==> config.mk <==
export PLATFORM = sky130hd
export DESIGN_NAME = tart_core
export DESIGN_NICKNAME = d
export VERILOG_FILES = /design/src/common/tart_bus_pkg.sv /design/src/common/tart_corr_pkg.sv /design/src/bus/wb_decoder.sv /design/src/bus/ctrl_regs.sv /design/src/correlator/corr_accumulate.sv /design/src/correlator/visibility_bank.sv /design/src/tart_core.sv
export VERILOG_INCLUDE_DIRS = /design/src /design/src/common
export SDC_FILE = /design/constraint.sdc
export NUM_CORES = 1
export LEC_CHECK = 0
export BUFFER_PORTS_ARGS = -buffer_cell sky130_fd_sc_hd__buf_2
export CORE_ASPECT_RATIO = 1.1
export CORE_MARGIN = 1
export CORE_UTILIZATION = 40
export DETAILED_ROUTE_END_ITERATION = 10
export SYNTH_ARGS = -nofsm -noshare
export SYNTH_HDL_FRONTEND = slang
export SYNTH_SLANG_ARGS = --single-unit
==> constraint.sdc <==
create_clock -name b_clk -period 3.5 [get_ports b_clk]
set_input_delay 0.7 -clock b_clk [delete_from_list [all_inputs] [get_ports b_clk]]
set_output_delay 0.7 -clock b_clk [all_outputs]
set_load 0.02 [all_outputs]
==> src/common/tart_consts.svh <==
`ifndef TART_CONSTS_SVH
`define TART_CONSTS_SVH

// ----------------------------------------
// Correlator sizing
// ----------------------------------------
`define TART_ANTENNAE   4      // 1-bit antenna inputs
`define TART_PAIRS      6      // All unordered antenna pairs
`define TART_ACC_BITS   8      // Agreement counter and visibility width

// ----------------------------------------
// Bus sizing
// ----------------------------------------
`define TART_BUS_BITS   8      // Wishbone data
`define TART_ADR_BITS   7      // Wishbone address
`define TART_LOG2_BITS  3      // Block-size exponent, blocks of 2^n samples

// Address-block codes
// Control unit matches adr[6:3], visibilities unit matches adr[6:4]
`define TART_CTRL_BLOCK 4'hF
`define TART_VIS_BLOCK  3'h0

`endif

==> src/common/tart_bus_pkg.sv <==
package tart_bus_pkg;

   // ----------------------------------------
   // Wishbone slave handshake
   // ----------------------------------------
   typedef enum logic {
      DEC_IDLE,   // Waiting for a strobe
      DEC_ACK     // Acknowledge cycle, strobe not resampled
   } dec_state_t;

   // Decoded access, held until acknowledge
   typedef enum logic [2:0] {
      OP_NONE,       // Idle or ignored write
      OP_REG_RD,     // Control unit read
      OP_REG_WR,     // Control unit write
      OP_VIS_RD,     // Visibilities read-back
      OP_UNMAPPED    // Acked, reads as zero
   } bus_op_t;

   // ----------------------------------------
   // Control unit register map, adr[1:0]
   // ----------------------------------------
   typedef enum logic [1:0] {
      REG_CTRL     = 2'd0,  // [0] enable, [7] soft reset (self-clearing)
      REG_BLOCK    = 2'd1,  // [2:0] block-size exponent
      REG_STATUS   = 2'd2,  // [0] available, [1] overflow, [2] enabled
      REG_CHECKSUM = 2'd3   // Sum of last bank, mod 256
   } reg_idx_t;

endpackage

==> src/common/tart_corr_pkg.sv <==
`include "tart_consts.svh"

package tart_corr_pkg;

   // ----------------------------------------
   // Correlator data types
   // ----------------------------------------
   typedef logic [`TART_ACC_BITS-1:0] vis_t;   // One agreement count
   typedef logic [2:0]                pair_idx_t;
   typedef logic [1:0]                ant_idx_t;

   // Pair order used by counters and read-back
   //   0:(0,1) 1:(0,2) 2:(0,3) 3:(1,2) 4:(1,3) 5:(2,3)
   // Packed, so element 0 is the rightmost entry
   localparam ant_idx_t [`TART_PAIRS-1:0] pair_a = {
      2'd2, 2'd1, 2'd1, 2'd0, 2'd0, 2'd0
   };
   localparam ant_idx_t [`TART_PAIRS-1:0] pair_b = {
      2'd3, 2'd3, 2'd2, 2'd3, 2'd2, 2'd1
   };

   // Reading this index releases the bank
   localparam pair_idx_t last_pair = 3'(`TART_PAIRS - 1);

endpackage

==> src/bus/wb_decoder.sv <==
`timescale 1ns/100ps

`include "tart_consts.svh"

module wb_decoder (
   input  logic                        b_clk,
   input  logic                        rst_n_i,
   // Wishbone classic slave
   input  logic                        cyc_i,
   input  logic                        stb_i,
   input  logic                        we_i,
   input  logic [`TART_ADR_BITS-1:0]   adr_i,
   input  logic [`TART_BUS_BITS-1:0]   dat_i,
   output logic [`TART_BUS_BITS-1:0]   dat_o,
   output logic                        ack_o,
   // Control unit
   output logic                        reg_wr_o,
   output tart_bus_pkg::reg_idx_t      reg_idx_o,
   output logic [`TART_BUS_BITS-1:0]   wr_dat_o,
   input  logic [`TART_BUS_BITS-1:0]   reg_dat_i,
   // Visibilities bank
   output logic                        vis_rd_o,
   output logic [3:0]                  vis_idx_o,
   input  tart_corr_pkg::vis_t         vis_dat_i
);

   tart_bus_pkg::dec_state_t    state_q;
   tart_bus_pkg::bus_op_t       op_d;
   tart_bus_pkg::bus_op_t       op_q;
   logic                        start;         // New strobe seen in idle
   logic [3:0]                  idx_q;         // Low address bits of the access
   logic [`TART_BUS_BITS-1:0]   dat_q;

   assign start = (state_q == tart_bus_pkg::DEC_IDLE) && cyc_i && stb_i;

   // ----------------------------------------
   // Address block and direction to operation
   // ----------------------------------------
   always_comb begin
      op_d = tart_bus_pkg::OP_UNMAPPED;
      if (adr_i[`TART_ADR_BITS-1 -: 4] == `TART_CTRL_BLOCK) begin
         if (we_i) op_d = tart_bus_pkg::OP_REG_WR;
         else      op_d = tart_bus_pkg::OP_REG_RD;
      end else if (adr_i[`TART_ADR_BITS-1 -: 3] == `TART_VIS_BLOCK) begin
         if (we_i) op_d = tart_bus_pkg::OP_NONE;   // Bank is read-only
         else      op_d = tart_bus_pkg::OP_VIS_RD;
      end
   end

   // Handshake FSM, exactly one ack per strobe
   always_ff @(posedge b_clk or negedge rst_n_i) begin
      if (!rst_n_i) begin
         state_q <= tart_bus_pkg::DEC_IDLE;
         op_q    <= tart_bus_pkg::OP_NONE;
      end else if (start) begin
         state_q <= tart_bus_pkg::DEC_ACK;
         op_q    <= op_d;                       // Held through the ack cycle
      end else begin
         state_q <= tart_bus_pkg::DEC_IDLE;     // Skip the still-high strobe
         op_q    <= tart_bus_pkg::OP_NONE;
      end
   end

   always_ff @(posedge b_clk) begin
      if (start) begin
         idx_q <= adr_i[3:0];
         dat_q <= dat_i;
      end
   end

   // ----------------------------------------
   // Outputs, valid during the ack cycle
   // ----------------------------------------
   assign ack_o     = (state_q == tart_bus_pkg::DEC_ACK);
   assign reg_wr_o  = ack_o && (op_q == tart_bus_pkg::OP_REG_WR);
   assign reg_idx_o = tart_bus_pkg::reg_idx_t'(idx_q[1:0]);
   assign wr_dat_o  = dat_q;
   assign vis_rd_o  = ack_o && (op_q == tart_bus_pkg::OP_VIS_RD);   // Bank watches index 5
   assign vis_idx_o = idx_q;

   always_comb begin
      case (op_q)
         tart_bus_pkg::OP_REG_RD: dat_o = reg_dat_i;
         tart_bus_pkg::OP_VIS_RD: dat_o = vis_dat_i;
         default:                 dat_o = '0;   // Unmapped and writes read zero
      endcase
   end

endmodule

==> src/bus/ctrl_regs.sv <==
`timescale 1ns/100ps

`include "tart_consts.svh"

module ctrl_regs (
   input  logic                          b_clk,
   input  logic                          rst_n_i,
   // From the decoder, ack cycle only
   input  logic                          reg_wr_i,
   input  tart_bus_pkg::reg_idx_t        reg_idx_i,
   input  logic [`TART_BUS_BITS-1:0]     wr_dat_i,
   output logic [`TART_BUS_BITS-1:0]     reg_dat_o,
   // Bank status
   input  logic                          available_i,
   input  logic                          overflow_i,
   input  logic [`TART_BUS_BITS-1:0]     checksum_i,
   // Correlator control
   output logic                          enable_o,
   output logic [`TART_LOG2_BITS-1:0]    block_log2_o,
   output logic                          soft_clr_o     // One-cycle pulse
);

   // ----------------------------------------
   // Writable registers
   // ----------------------------------------
   always_ff @(posedge b_clk or negedge rst_n_i) begin
      if (!rst_n_i) begin
         enable_o     <= 1'b0;
         block_log2_o <= '0;               // Single-sample blocks
         soft_clr_o   <= 1'b0;
      end else begin
         soft_clr_o <= 1'b0;               // Self-clearing
         if (reg_wr_i) begin
            case (reg_idx_i)
               tart_bus_pkg::REG_CTRL: begin
                  enable_o   <= wr_dat_i[0];
                  soft_clr_o <= wr_dat_i[7];
               end
               tart_bus_pkg::REG_BLOCK: block_log2_o <= wr_dat_i[`TART_LOG2_BITS-1:0];
               default: ;                  // Status and checksum are read-only
            endcase
         end
      end
   end

   // Read-back, soft-reset bit always reads 0
   always_comb begin
      case (reg_idx_i)
         tart_bus_pkg::REG_CTRL:
            reg_dat_o = {{(`TART_BUS_BITS-1){1'b0}}, enable_o};
         tart_bus_pkg::REG_BLOCK:
            reg_dat_o = {{(`TART_BUS_BITS-`TART_LOG2_BITS){1'b0}}, block_log2_o};
         tart_bus_pkg::REG_STATUS:
            reg_dat_o = {{(`TART_BUS_BITS-3){1'b0}}, enable_o, overflow_i, available_i};
         default:
            reg_dat_o = checksum_i;
      endcase
   end

endmodule

==> src/correlator/corr_accumulate.sv <==
`timescale 1ns/100ps

`include "tart_consts.svh"

module corr_accumulate (
   input  logic                                  b_clk,
   input  logic                                  rst_n_i,
   input  logic [`TART_ANTENNAE-1:0]             antenna_i,
   input  logic                                  antenna_valid_i,
   input  logic                                  enable_i,
   input  logic [`TART_LOG2_BITS-1:0]            block_log2_i,
   input  logic                                  soft_clr_i,
   output logic                                  blk_done_o,   // One cycle per block
   output tart_corr_pkg::vis_t [`TART_PAIRS-1:0] blk_vis_o     // Counts of that block
);

   localparam int CNT_BITS = (1 << `TART_LOG2_BITS) - 1;   // Index within a block

   logic                                  take;          // Sample accepted this cycle
   logic [CNT_BITS-1:0]                   cnt_q;
   logic [`TART_LOG2_BITS-1:0]            log2_q;        // Exponent of current block
   logic [`TART_LOG2_BITS-1:0]            log2_cur;
   logic [CNT_BITS:0]                     end_cnt;
   logic                                  at_end;
   logic                                  s1_vld_q;
   logic                                  s1_last_q;
   logic [`TART_ANTENNAE-1:0]             s1_ant_q;
   logic [`TART_PAIRS-1:0]                agree;
   tart_corr_pkg::vis_t [`TART_PAIRS-1:0] acc_q;
   tart_corr_pkg::vis_t [`TART_PAIRS-1:0] acc_nxt;

   assign take     = antenna_valid_i && enable_i;
   assign log2_cur = (cnt_q == '0) ? block_log2_i : log2_q;   // New size at block start
   assign end_cnt  = ({{CNT_BITS{1'b0}}, 1'b1} << log2_cur) - 1'b1;
   assign at_end   = ({1'b0, cnt_q} == end_cnt);

   // ----------------------------------------
   // Stage 1, sample register and last flag
   // ----------------------------------------
   always_ff @(posedge b_clk or negedge rst_n_i) begin
      if (!rst_n_i) begin
         cnt_q     <= '0;
         log2_q    <= '0;
         s1_vld_q  <= 1'b0;
         s1_last_q <= 1'b0;
      end else if (soft_clr_i) begin
         cnt_q     <= '0;
         log2_q    <= '0;
         s1_vld_q  <= 1'b0;
         s1_last_q <= 1'b0;
      end else begin
         s1_vld_q <= take;
         if (take) begin
            s1_last_q <= at_end;
            log2_q    <= log2_cur;
            cnt_q     <= at_end ? '0 : cnt_q + 1'b1;   // Wrap at 2^n
         end
      end
   end

   always_ff @(posedge b_clk) begin
      if (take) s1_ant_q <= antenna_i;
   end

   // Agreement per pair, XNOR of the two bits
   always_comb begin
      for (int p = 0; p < `TART_PAIRS; p++) begin
         agree[p]   = ~(s1_ant_q[tart_corr_pkg::pair_a[p]] ^ s1_ant_q[tart_corr_pkg::pair_b[p]]);
         acc_nxt[p] = acc_q[p] + {{(`TART_ACC_BITS-1){1'b0}}, agree[p]};
      end
   end

   // ----------------------------------------
   // Stage 2, counters
   // ----------------------------------------
   always_ff @(posedge b_clk or negedge rst_n_i) begin
      if (!rst_n_i) begin
         acc_q      <= '0;
         blk_done_o <= 1'b0;
      end else if (soft_clr_i) begin
         acc_q      <= '0;
         blk_done_o <= 1'b0;
      end else begin
         blk_done_o <= s1_vld_q && s1_last_q;
         if (s1_vld_q) acc_q <= s1_last_q ? '0 : acc_nxt;   // Restart after last
      end
   end

   // Finished counts include the last sample
   always_ff @(posedge b_clk) begin
      if (s1_vld_q && s1_last_q) blk_vis_o <= acc_nxt;
   end

endmodule

==> src/correlator/visibility_bank.sv <==
`timescale 1ns/100ps

`include "tart_consts.svh"

module visibility_bank (
   input  logic                                  b_clk,
   input  logic                                  rst_n_i,
   input  logic                                  blk_done_i,
   input  tart_corr_pkg::vis_t [`TART_PAIRS-1:0] blk_vis_i,
   input  logic                                  vis_rd_i,
   input  logic [3:0]                            vis_idx_i,
   input  logic                                  soft_clr_i,
   output tart_corr_pkg::vis_t                   vis_dat_o,
   output logic                                  available_o,  // Unread bank held
   output logic                                  overflow_o,   // Block lost
   output logic [`TART_BUS_BITS-1:0]             checksum_o,
   output logic                                  newblock_o
);

   tart_corr_pkg::vis_t [`TART_PAIRS-1:0] vis_q;
   tart_corr_pkg::pair_idx_t              sel;
   tart_corr_pkg::vis_t                   sum;
   logic                                  load;
   logic                                  idx_ok;
   logic                                  rd_last;

   // Only an empty bank takes a block
   assign load       = blk_done_i && !available_o && !soft_clr_i;
   assign newblock_o = load;

   // ----------------------------------------
   // Read-back mux
   // ----------------------------------------
   assign sel       = vis_idx_i[2:0];
   assign idx_ok    = (vis_idx_i <= {1'b0, tart_corr_pkg::last_pair});
   assign vis_dat_o = idx_ok ? vis_q[sel] : '0;   // Indexes 6..15 read zero
   assign rd_last   = vis_rd_i && (vis_idx_i == {1'b0, tart_corr_pkg::last_pair});

   // Checksum, wraps mod 256
   always_comb begin
      sum = '0;
      for (int p = 0; p < `TART_PAIRS; p++) begin
         sum = sum + blk_vis_i[p];
      end
   end

   // ----------------------------------------
   // Bank and flags
   // ----------------------------------------
   always_ff @(posedge b_clk or negedge rst_n_i) begin
      if (!rst_n_i) begin
         vis_q       <= '0;
         checksum_o  <= '0;
         available_o <= 1'b0;
         overflow_o  <= 1'b0;
      end else if (soft_clr_i) begin
         available_o <= 1'b0;              // Contents kept, flags dropped
         overflow_o  <= 1'b0;
      end else begin
         if (rd_last) available_o <= 1'b0;
         if (load) begin
            vis_q       <= blk_vis_i;
            checksum_o  <= `TART_BUS_BITS'(sum);
            available_o <= 1'b1;
         end else if (blk_done_i) begin
            overflow_o  <= 1'b1;           // Old contents stay
         end
      end
   end

endmodule

==> src/tart_core.sv <==
`timescale 1ns/100ps

`include "tart_consts.svh"

module tart_core (
   input  logic                        b_clk,
   input  logic                        rst_n_i,
   // Wishbone classic slave
   input  logic                        cyc_i,
   input  logic                        stb_i,
   input  logic                        we_i,
   input  logic [`TART_ADR_BITS-1:0]   adr_i,
   input  logic [`TART_BUS_BITS-1:0]   dat_i,
   output logic [`TART_BUS_BITS-1:0]   dat_o,
   output logic                        ack_o,
   // Antenna samples
   input  logic [`TART_ANTENNAE-1:0]   antenna_i,
   input  logic                        antenna_valid_i,
   output logic                        newblock_o     // Bank just loaded
);

   // Decoder <-> control unit
   logic                                  reg_wr;
   tart_bus_pkg::reg_idx_t                reg_idx;
   logic [`TART_BUS_BITS-1:0]             wr_dat;
   logic [`TART_BUS_BITS-1:0]             reg_dat;
   // Decoder <-> bank
   logic                                  vis_rd;
   logic [3:0]                            vis_idx;
   tart_corr_pkg::vis_t                   vis_dat;
   // Control and status
   logic                                  enable;
   logic [`TART_LOG2_BITS-1:0]            block_log2;
   logic                                  soft_clr;
   logic                                  available;
   logic                                  overflow;
   logic [`TART_BUS_BITS-1:0]             checksum;
   // Correlator -> bank
   logic                                  blk_done;
   tart_corr_pkg::vis_t [`TART_PAIRS-1:0] blk_vis;

   // ----------------------------------------
   // Bus side
   // ----------------------------------------
   wb_decoder i_wb_decoder (
      .b_clk    (b_clk),     .rst_n_i  (rst_n_i),
      .cyc_i    (cyc_i),     .stb_i    (stb_i),     .we_i     (we_i),
      .adr_i    (adr_i),     .dat_i    (dat_i),     .dat_o    (dat_o),
      .ack_o    (ack_o),
      .reg_wr_o (reg_wr),    .reg_idx_o(reg_idx),   .wr_dat_o (wr_dat),
      .reg_dat_i(reg_dat),
      .vis_rd_o (vis_rd),    .vis_idx_o(vis_idx),   .vis_dat_i(vis_dat)
   );

   ctrl_regs i_ctrl_regs (
      .b_clk      (b_clk),      .rst_n_i     (rst_n_i),
      .reg_wr_i   (reg_wr),     .reg_idx_i   (reg_idx),    .wr_dat_i  (wr_dat),
      .available_i(available),  .overflow_i  (overflow),   .checksum_i(checksum),
      .reg_dat_o  (reg_dat),    .enable_o    (enable),
      .block_log2_o(block_log2), .soft_clr_o (soft_clr)
   );

   // ----------------------------------------
   // Correlator and result bank
   // ----------------------------------------
   corr_accumulate i_corr_accumulate (
      .b_clk          (b_clk),          .rst_n_i     (rst_n_i),
      .antenna_i      (antenna_i),      .antenna_valid_i(antenna_valid_i),
      .enable_i       (enable),         .block_log2_i(block_log2),
      .soft_clr_i     (soft_clr),
      .blk_done_o     (blk_done),       .blk_vis_o   (blk_vis)
   );

   visibility_bank i_visibility_bank (
      .b_clk      (b_clk),      .rst_n_i    (rst_n_i),
      .blk_done_i (blk_done),   .blk_vis_i  (blk_vis),
      .vis_rd_i   (vis_rd),     .vis_idx_i  (vis_idx),    .soft_clr_i(soft_clr),
      .vis_dat_o  (vis_dat),    .available_o(available),  .overflow_o(overflow),
      .checksum_o (checksum),   .newblock_o (newblock_o)
   );

endmodule

### Word level (Yosys, flattened, before mapping)

Cells that the tools add are included.

| cells by class | value |
|---|---|
| add/sub/neg operators | 13 |
| order comparisons | 2 |
| equality and inequality tests | 9 |
| shift-type cells | 1 |
| muxes and demuxes | 32 |
| bitwise gates (word level) | 14 |
| reductions and logical operators | 22 |

Operators by type and width:

| kind | number |
|---|---|
| two-way mux 48 bit | 3 |
| adder 8 x 1 -> 8 bit | 6 |
| adder 8 bit | 5 |
| binary-select mux 8 bit (select 3 bit) | 1 |
| one-hot mux 8 bit (3 select lines) | 1 |
| two-way mux 7 bit | 3 |
| two-way mux 3 bit | 6 |
| two-way mux 8 bit | 2 |
| one-hot mux 8 bit (2 select lines) | 1 |
| two-way mux 1 bit | 13 |
| logical AND 1 bit | 9 |
| == test 7 x 8 -> 1 bit | 1 |
| inverter 1 bit | 8 |
| AND reduction 2 bit | 4 |
| left shift 1 x 3 -> 8 bit, first input constant | 1 |
| subtractor 8 x 1 -> 8 bit, second input constant | 1 |
| adder 7 x 1 -> 7 bit, second input constant | 1 |
| logical NOT 7 bit | 1 |
| == test 3 x 2 -> 1 bit, second input constant | 2 |
| nonzero test 2 bit | 3 |
| bitwise XOR 1 bit | 6 |
| == test 4 x 3 -> 1 bit, second input constant | 1 |
| == test 4 bit, second input constant | 1 |
| less-or-equal comparator 4 x 3 -> 1 bit, second input constant | 1 |
| 10 further kinds | 12 |

| storage, ports and cells | value |
|---|---|
| flip-flop bits (word level) | 192 |
| input bits | 25 |
| output and inout port bits | 10 |
| logic and storage cells | 127 |

### Depth between registers and ports, before layout

| depth | value |
|---|---|
| depth in word-level cells | 8 |
| depth in mapped cells | 14 |
| gate-level depth less buffers | 14 |

### Modules after synthesis

A second synthesis with hierarchy kept.

| second synthesis, totals | value |
|---|---|
| cells, all modules | 845 |
| area, all modules | 9,608.0 µm² |

Modules (own cells, without submodules):

| module | times used | cells each | area an instance (µm²) | sequential area each (µm²) |
|---|---|---|---|---|
| corr_accumulate | 1 | 400 | 5,069.9 | 3,088.0 |
| visibility_bank | 1 | 371 | 3,522.1 | 1,451.4 |
| wb_decoder | 1 | 49 | 686.9 | 460.4 |
| ctrl_regs | 1 | 25 | 329.1 | 125.1 |

### Worst setup path after synthesis

OpenSTA, ideal clock, no wires.

| timing | value |
|---|---|
| path kind | reg2reg |
| start point | reg i_corr_accumulate.blk_vis_o[3] in the netlist's numbering |
| end point | reg i_visibility_bank.checksum_o[7] |
| setup time | 0.135 ns |
| data arrival time | 3.151 ns |
| data required time | 3.365 ns |
| path slack | 0.213 ns |
| cell stages (with the launch flop) | 15 |
| buffers on the path | 0 |
| period minus slack after synthesis | 3.287 ns |
| cell sequence | edfxtp_1 > inv_1 > fa_1 > inv_1 > fa_1 > inv_1 > fa_1 > inv_1 > ha_1 > a21o_1 > a21oi_1 > o21bai_1 > a21oi_1 > xnor2_1 > o21ai_0 |

| between the ends | value |
|---|---|
| word-level cells in the longest chain between the ends | 5 |

RTL lines:

| what | RTL line | source |
|---|---|---|
| start, declared | corr_accumulate.sv:14 | `` output tart_corr_pkg::vis_t [`TART_PAIRS-1:0] blk_vis_o `` |
| start signal, assigned | corr_accumulate.sv:91 | `if (s1_vld_q && s1_last_q) blk_vis_o <= acc_nxt;` |
| adder 8 bit (5 in a row) | visibility_bank.sv:43 | `sum = sum + blk_vis_i[p];` |
| end signal, assigned | visibility_bank.sv:63 | `` checksum_o <= `TART_BUS_BITS'(sum); `` |
| end, declared | visibility_bank.sv:16 | `` output logic [`TART_BUS_BITS-1:0] checksum_o, `` |

No other way between the ends.
A chain may end at the register's enable or synchronous reset.

### Final worst setup path

| timing | value |
|---|---|
| start point | reg i_corr_accumulate.blk_vis_o[26] in the netlist's numbering |
| end point | reg i_visibility_bank.checksum_o[6] |

| between the ends | value |
|---|---|
| word-level cells in the longest chain between the ends | 3 |

RTL lines:

| what | RTL line |
|---|---|
| adder 8 bit (3 in a row) | visibility_bank.sv:43 |

No other way between the ends.

==> results.sh <==
export IMPL_rr_endpoint="i_visibility_bank.checksum_o[6]$_DFFE_PN0P_"
export IMPL_yosys_top_cells_count="nand2_1 (154), dfrtp_1 (128), inv_1 (68)"
export IMPL_yosys_warnings=0
export IMPL_crit_slowest_cell="fa_1"
export IMPL_fin_hold_ws_ns=0.245
export IMPL_max_stage_delay_ns=0.53
export IMPL_ys_flop_type="dfrtp_1"
export IMPL_netlist_top_cells_area="dfrtp_1 (34%), edfxtp_1 (19%), nand2_1 (6.2%), fa_1 (5.8%), a22o_1 (4.4%)"
export IMPL_synth_most_common_cell="nand2_1"
export IMPL_layout_drive_gt1_share_pct=13.9
export IMPL_dp_slack_ns=-0.00182
export IMPL_dp_cells=1147
export IMPL_gp_congestion=0.794
export IMPL_worst_r2r_setup_slack_ns=0.14
export IMPL_std_cell_rows=58
export IMPL_slew_headroom_pct=36.9
export IMPL_io_buffers=30
export IMPL_ys_ff_latch=188
export IMPL_path_clk_slew_ns=0.07
export IMPL_final_area_um2=10600
export IMPL_cts_max_level=4
export IMPL_synth_edff_count=60
export IMPL_grt_pass1_wl_um=32300
export IMPL_regArea_um2=5000
export IMPL_final_core_util_pct=46.1
export IMPL_clk_latency_ns=0.44
export IMPL_antenna_found_initial=0
export IMPL_grt_overflow_total=0
export IMPL_path_cells="inv_1, fa_1, inv_1, fa_1, inv_1, fa_1, inv_2, ha_4, fa_2, a21oi_2, nor2_1, nor2_1, xor2_1, o21ai_1"
export IMPL_antenna_cells=0
export IMPL_skew_ns=0.0141
export IMPL_clockBufferDepth=2
export IMPL_place_area_um2=9870
export IMPL_p_leak_nw=4.89
export IMPL_grt_pass1_vias=6157
export IMPL_cp_required_ns=3.79
export IMPL_critPathTopFamily="adder cells"
export IMPL_r2r_cells=14
export IMPL_cts_buffers_inserted=17
export IMPL_routedWlPerCell_um=16.5
export IMPL_syn_area_per_cell_um2=11.2
export IMPL_core_um2=22900
export IMPL_yosysUniqueCellTypes=59
export IMPL_power_total_mw=4.51
export IMPL_cts_root_buffer="clkbuf_16"
export IMPL_dr_first_iter_drc_count=366
export IMPL_wl_um=19500
export IMPL_timing_rr_start="i_corr_accumulate.blk_vis_o[26]$_DFFE_PP_"
export IMPL_cts_tree="done"
export IMPL_cp_start_kind="flip-flop"
export IMPL_multi_input_area_um2=3970
export IMPL_num_vias=6045
export IMPL_synthCells=837
export IMPL_yosysTopAreaCell="dfrtp_1"
export IMPL_grt_use_total_pct=17.5
export IMPL_maxCapViolations=0
export IMPL_finalSetupTns_ns=0
export IMPL_syn_num_nets=910
export IMPL_arrival_ns=3.65
export IMPL_cts_sinks=188
export IMPL_crit_path_end_kind="flip-flop"
export IMPL_worst_pin_slew_ns=0.946
export IMPL_period_minus_slack_ns=3.36
export IMPL_die_x_um=148
export IMPL_setup_ws_ns=0.143
export IMPL_yosysTopAreaCellShare_pct=34.2
export IMPL_nFillCells=2110
export IMPL_netlist_area_um2=9380
export IMPL_grt_max_degree=81
export IMPL_hold_buffers=0
export IMPL_first_pass_iters=4
export IMPL_status="finished clean"
export IMPL_setup_viol=0
export IMPL_dp_hpwl_um=13500
export IMPL_critPathMaxFanout=2
export IMPL_die_area_um2=24100
export IMPL_irDropWorstVdd_uv=344
export IMPL_ys_seq_area_share_pct=53.4
export IMPL_io_pins=35
export IMPL_post_route_period_util_pct=95.9
export IMPL_drc_errors=0
export IMPL_hold_viol_final=0
export IMPL_syn_to_final_growth_pct=12.8
export IMPL_die_h_um=163
export IMPL_fin_cells=1183
export IMPL_powerDensity_nw_per_um2=427
export IMPL_fin_nets=943
export IMPL_start_util_pct=40.9
export IMPL_avgViaCountPerCell=5.11
export IMPL_async_reset_ff_share_pct=68.1
export IMPL_final_max_slew_violation_count=0
export IMPL_final_antenna_net_count=0
export IMPL_worst_path_buf_inv=4
export IMPL_hp_class="in -> async"
export IMPL_fmax_mhz=298
export IMPL_critical_path_class="reg -> reg"
[worst reg2reg max path, stage by stage, from the launching register on]
cell      delay [ns]
edfxtp_1        0.32
inv_1           0.06
fa_1            0.53
inv_1           0.06
fa_1            0.52
inv_1           0.05
fa_1            0.50
inv_2           0.05
ha_4            0.16
fa_2            0.36
a21oi_2         0.14
nor2_1          0.05
nor2_1          0.15
xor2_1          0.20
o21ai_1         0.07
[repair_timing]
item,in CTS,in global routing
gates resized for setup,3,10
setup endpoints to repair,1,9
pin swaps,2,15
setup buffers,0,4
[cells in the final DEF, fill, tap and decap left out, types with 6 or more instances in the layout]
master | synthesis | routed
inv_1 | 68 | 64
mux4_2 | 9 | 9
a22o_1 | 47 | 47
mux2i_1 | 10 | 10
and3_1 | 17 | 17
o21ai_0 | 38 | 36
o22ai_1 | 8 | 8
buf_2 | 1 | 29
ha_1 | 21 | 19
o31ai_1 | 6 | 6
nand2_1 | 154 | 153
xor2_1 | 21 | 20
nand3_1 | 26 | 26
clkbuf_16 | 0 | 17
a21oi_1 | 17 | 15
xnor2_1 | 37 | 37
nor2_1 | 33 | 32
dfrtp_1 | 128 | 128
edfxtp_1 | 60 | 60
fa_1 | 27 | 26
buf_4 | 1 | 21
[cell families (layout without fill, tap and decap cells)]
logic type	count (synthesis)	after routing	share of synthesized area, %
simple gates	270	270	13.4
flops	188	188	53.4
compound gates	141	141	10.6
buf+inv	108	154	4.86
xor+xnor	58	58	5.42
fa+ha+maj	48	48	8.57
mux	24	24	3.83
[routing by layer]
metal | wire (µm) | track usage [%] | up-vias | part of all wire (%)
li1 | - | - | 2945 | -
met1 | 9740 | 25.0 | 2995 | 50
met2 | 9000 | 27.2 | 84 | 46
met3 | 504 | 2.41 | 21 | 2.6
met4 | 269 | 5.90 | 0 | 1.4
met5 | 0 | 0 | - | 0
[cell type report]
| class | instances | share of cell area [%] |
|---|---|---|
| well taps | 300 | 3.55 |
| flip-flops and latches | 188 | 47.3 |
| repair buffers | 52 | 3.16 |
| multi-input cells | 541 | 37.5 |
| inverters | 70 | 2.49 |
| clock inverters | 13 | 1.74 |
| clock buffers | 19 | 4.19 |
[sequential cells by signal, indices dropped and copies added, names as in the netlist, 3 cells and up]
signal                        count
i_corr_accumulate.acc_q          48
i_wb_decoder.wr_dat_o             4
i_wb_decoder.vis_idx_o            4
i_ctrl_regs.block_log2_o          3
i_corr_accumulate.s1_ant_q        4
i_corr_accumulate.blk_vis_o      48
i_corr_accumulate.log2_q          3
i_corr_accumulate.cnt_q           7
i_wb_decoder.op_q                 3
i_visibility_bank.checksum_o      8
i_visibility_bank.vis_q          48
[report_power, final]
part	leakage, nW	switching (mW)	internal [mW]
registers	2.23	0.0280	2.29
logic	2.37	0.0956	0.0638
clock network	0.295	0.873	1.16
total	4.89	0.997	3.52
[worst max-delay path by stage]
stage / end / startpoint / slack (ns) / cells past startpoint
global placement: i_visibility_bank.checksum_o[6]$_DFFE_PN0P_ / i_corr_accumulate.blk_vis_o[2]$_DFFE_PP_ / 0.02 / 14
finish: i_visibility_bank.checksum_o[6]$_DFFE_PN0P_ / i_corr_accumulate.blk_vis_o[26]$_DFFE_PP_ / 0.14 / 14
CTS: i_visibility_bank.checksum_o[7]$_DFFE_PN0P_ / i_corr_accumulate.blk_vis_o[3]$_DFFE_PP_ / 0.02 / 14
detailed placement: i_visibility_bank.checksum_o[6]$_DFFE_PN0P_ / i_corr_accumulate.blk_vis_o[2]$_DFFE_PP_ / -0.002 / 14
global route: i_corr_accumulate.cnt_q[1]$_DFFE_PN0P_ / i_corr_accumulate.cnt_q[0]$_DFFE_PN0P_ / -0.01 / 13
floorplan: i_visibility_bank.checksum_o[7]$_DFFE_PN0P_ / i_corr_accumulate.blk_vis_o[3]$_DFFE_PP_ / 0.21 / 14
Power figures use the tool's default switching activity.
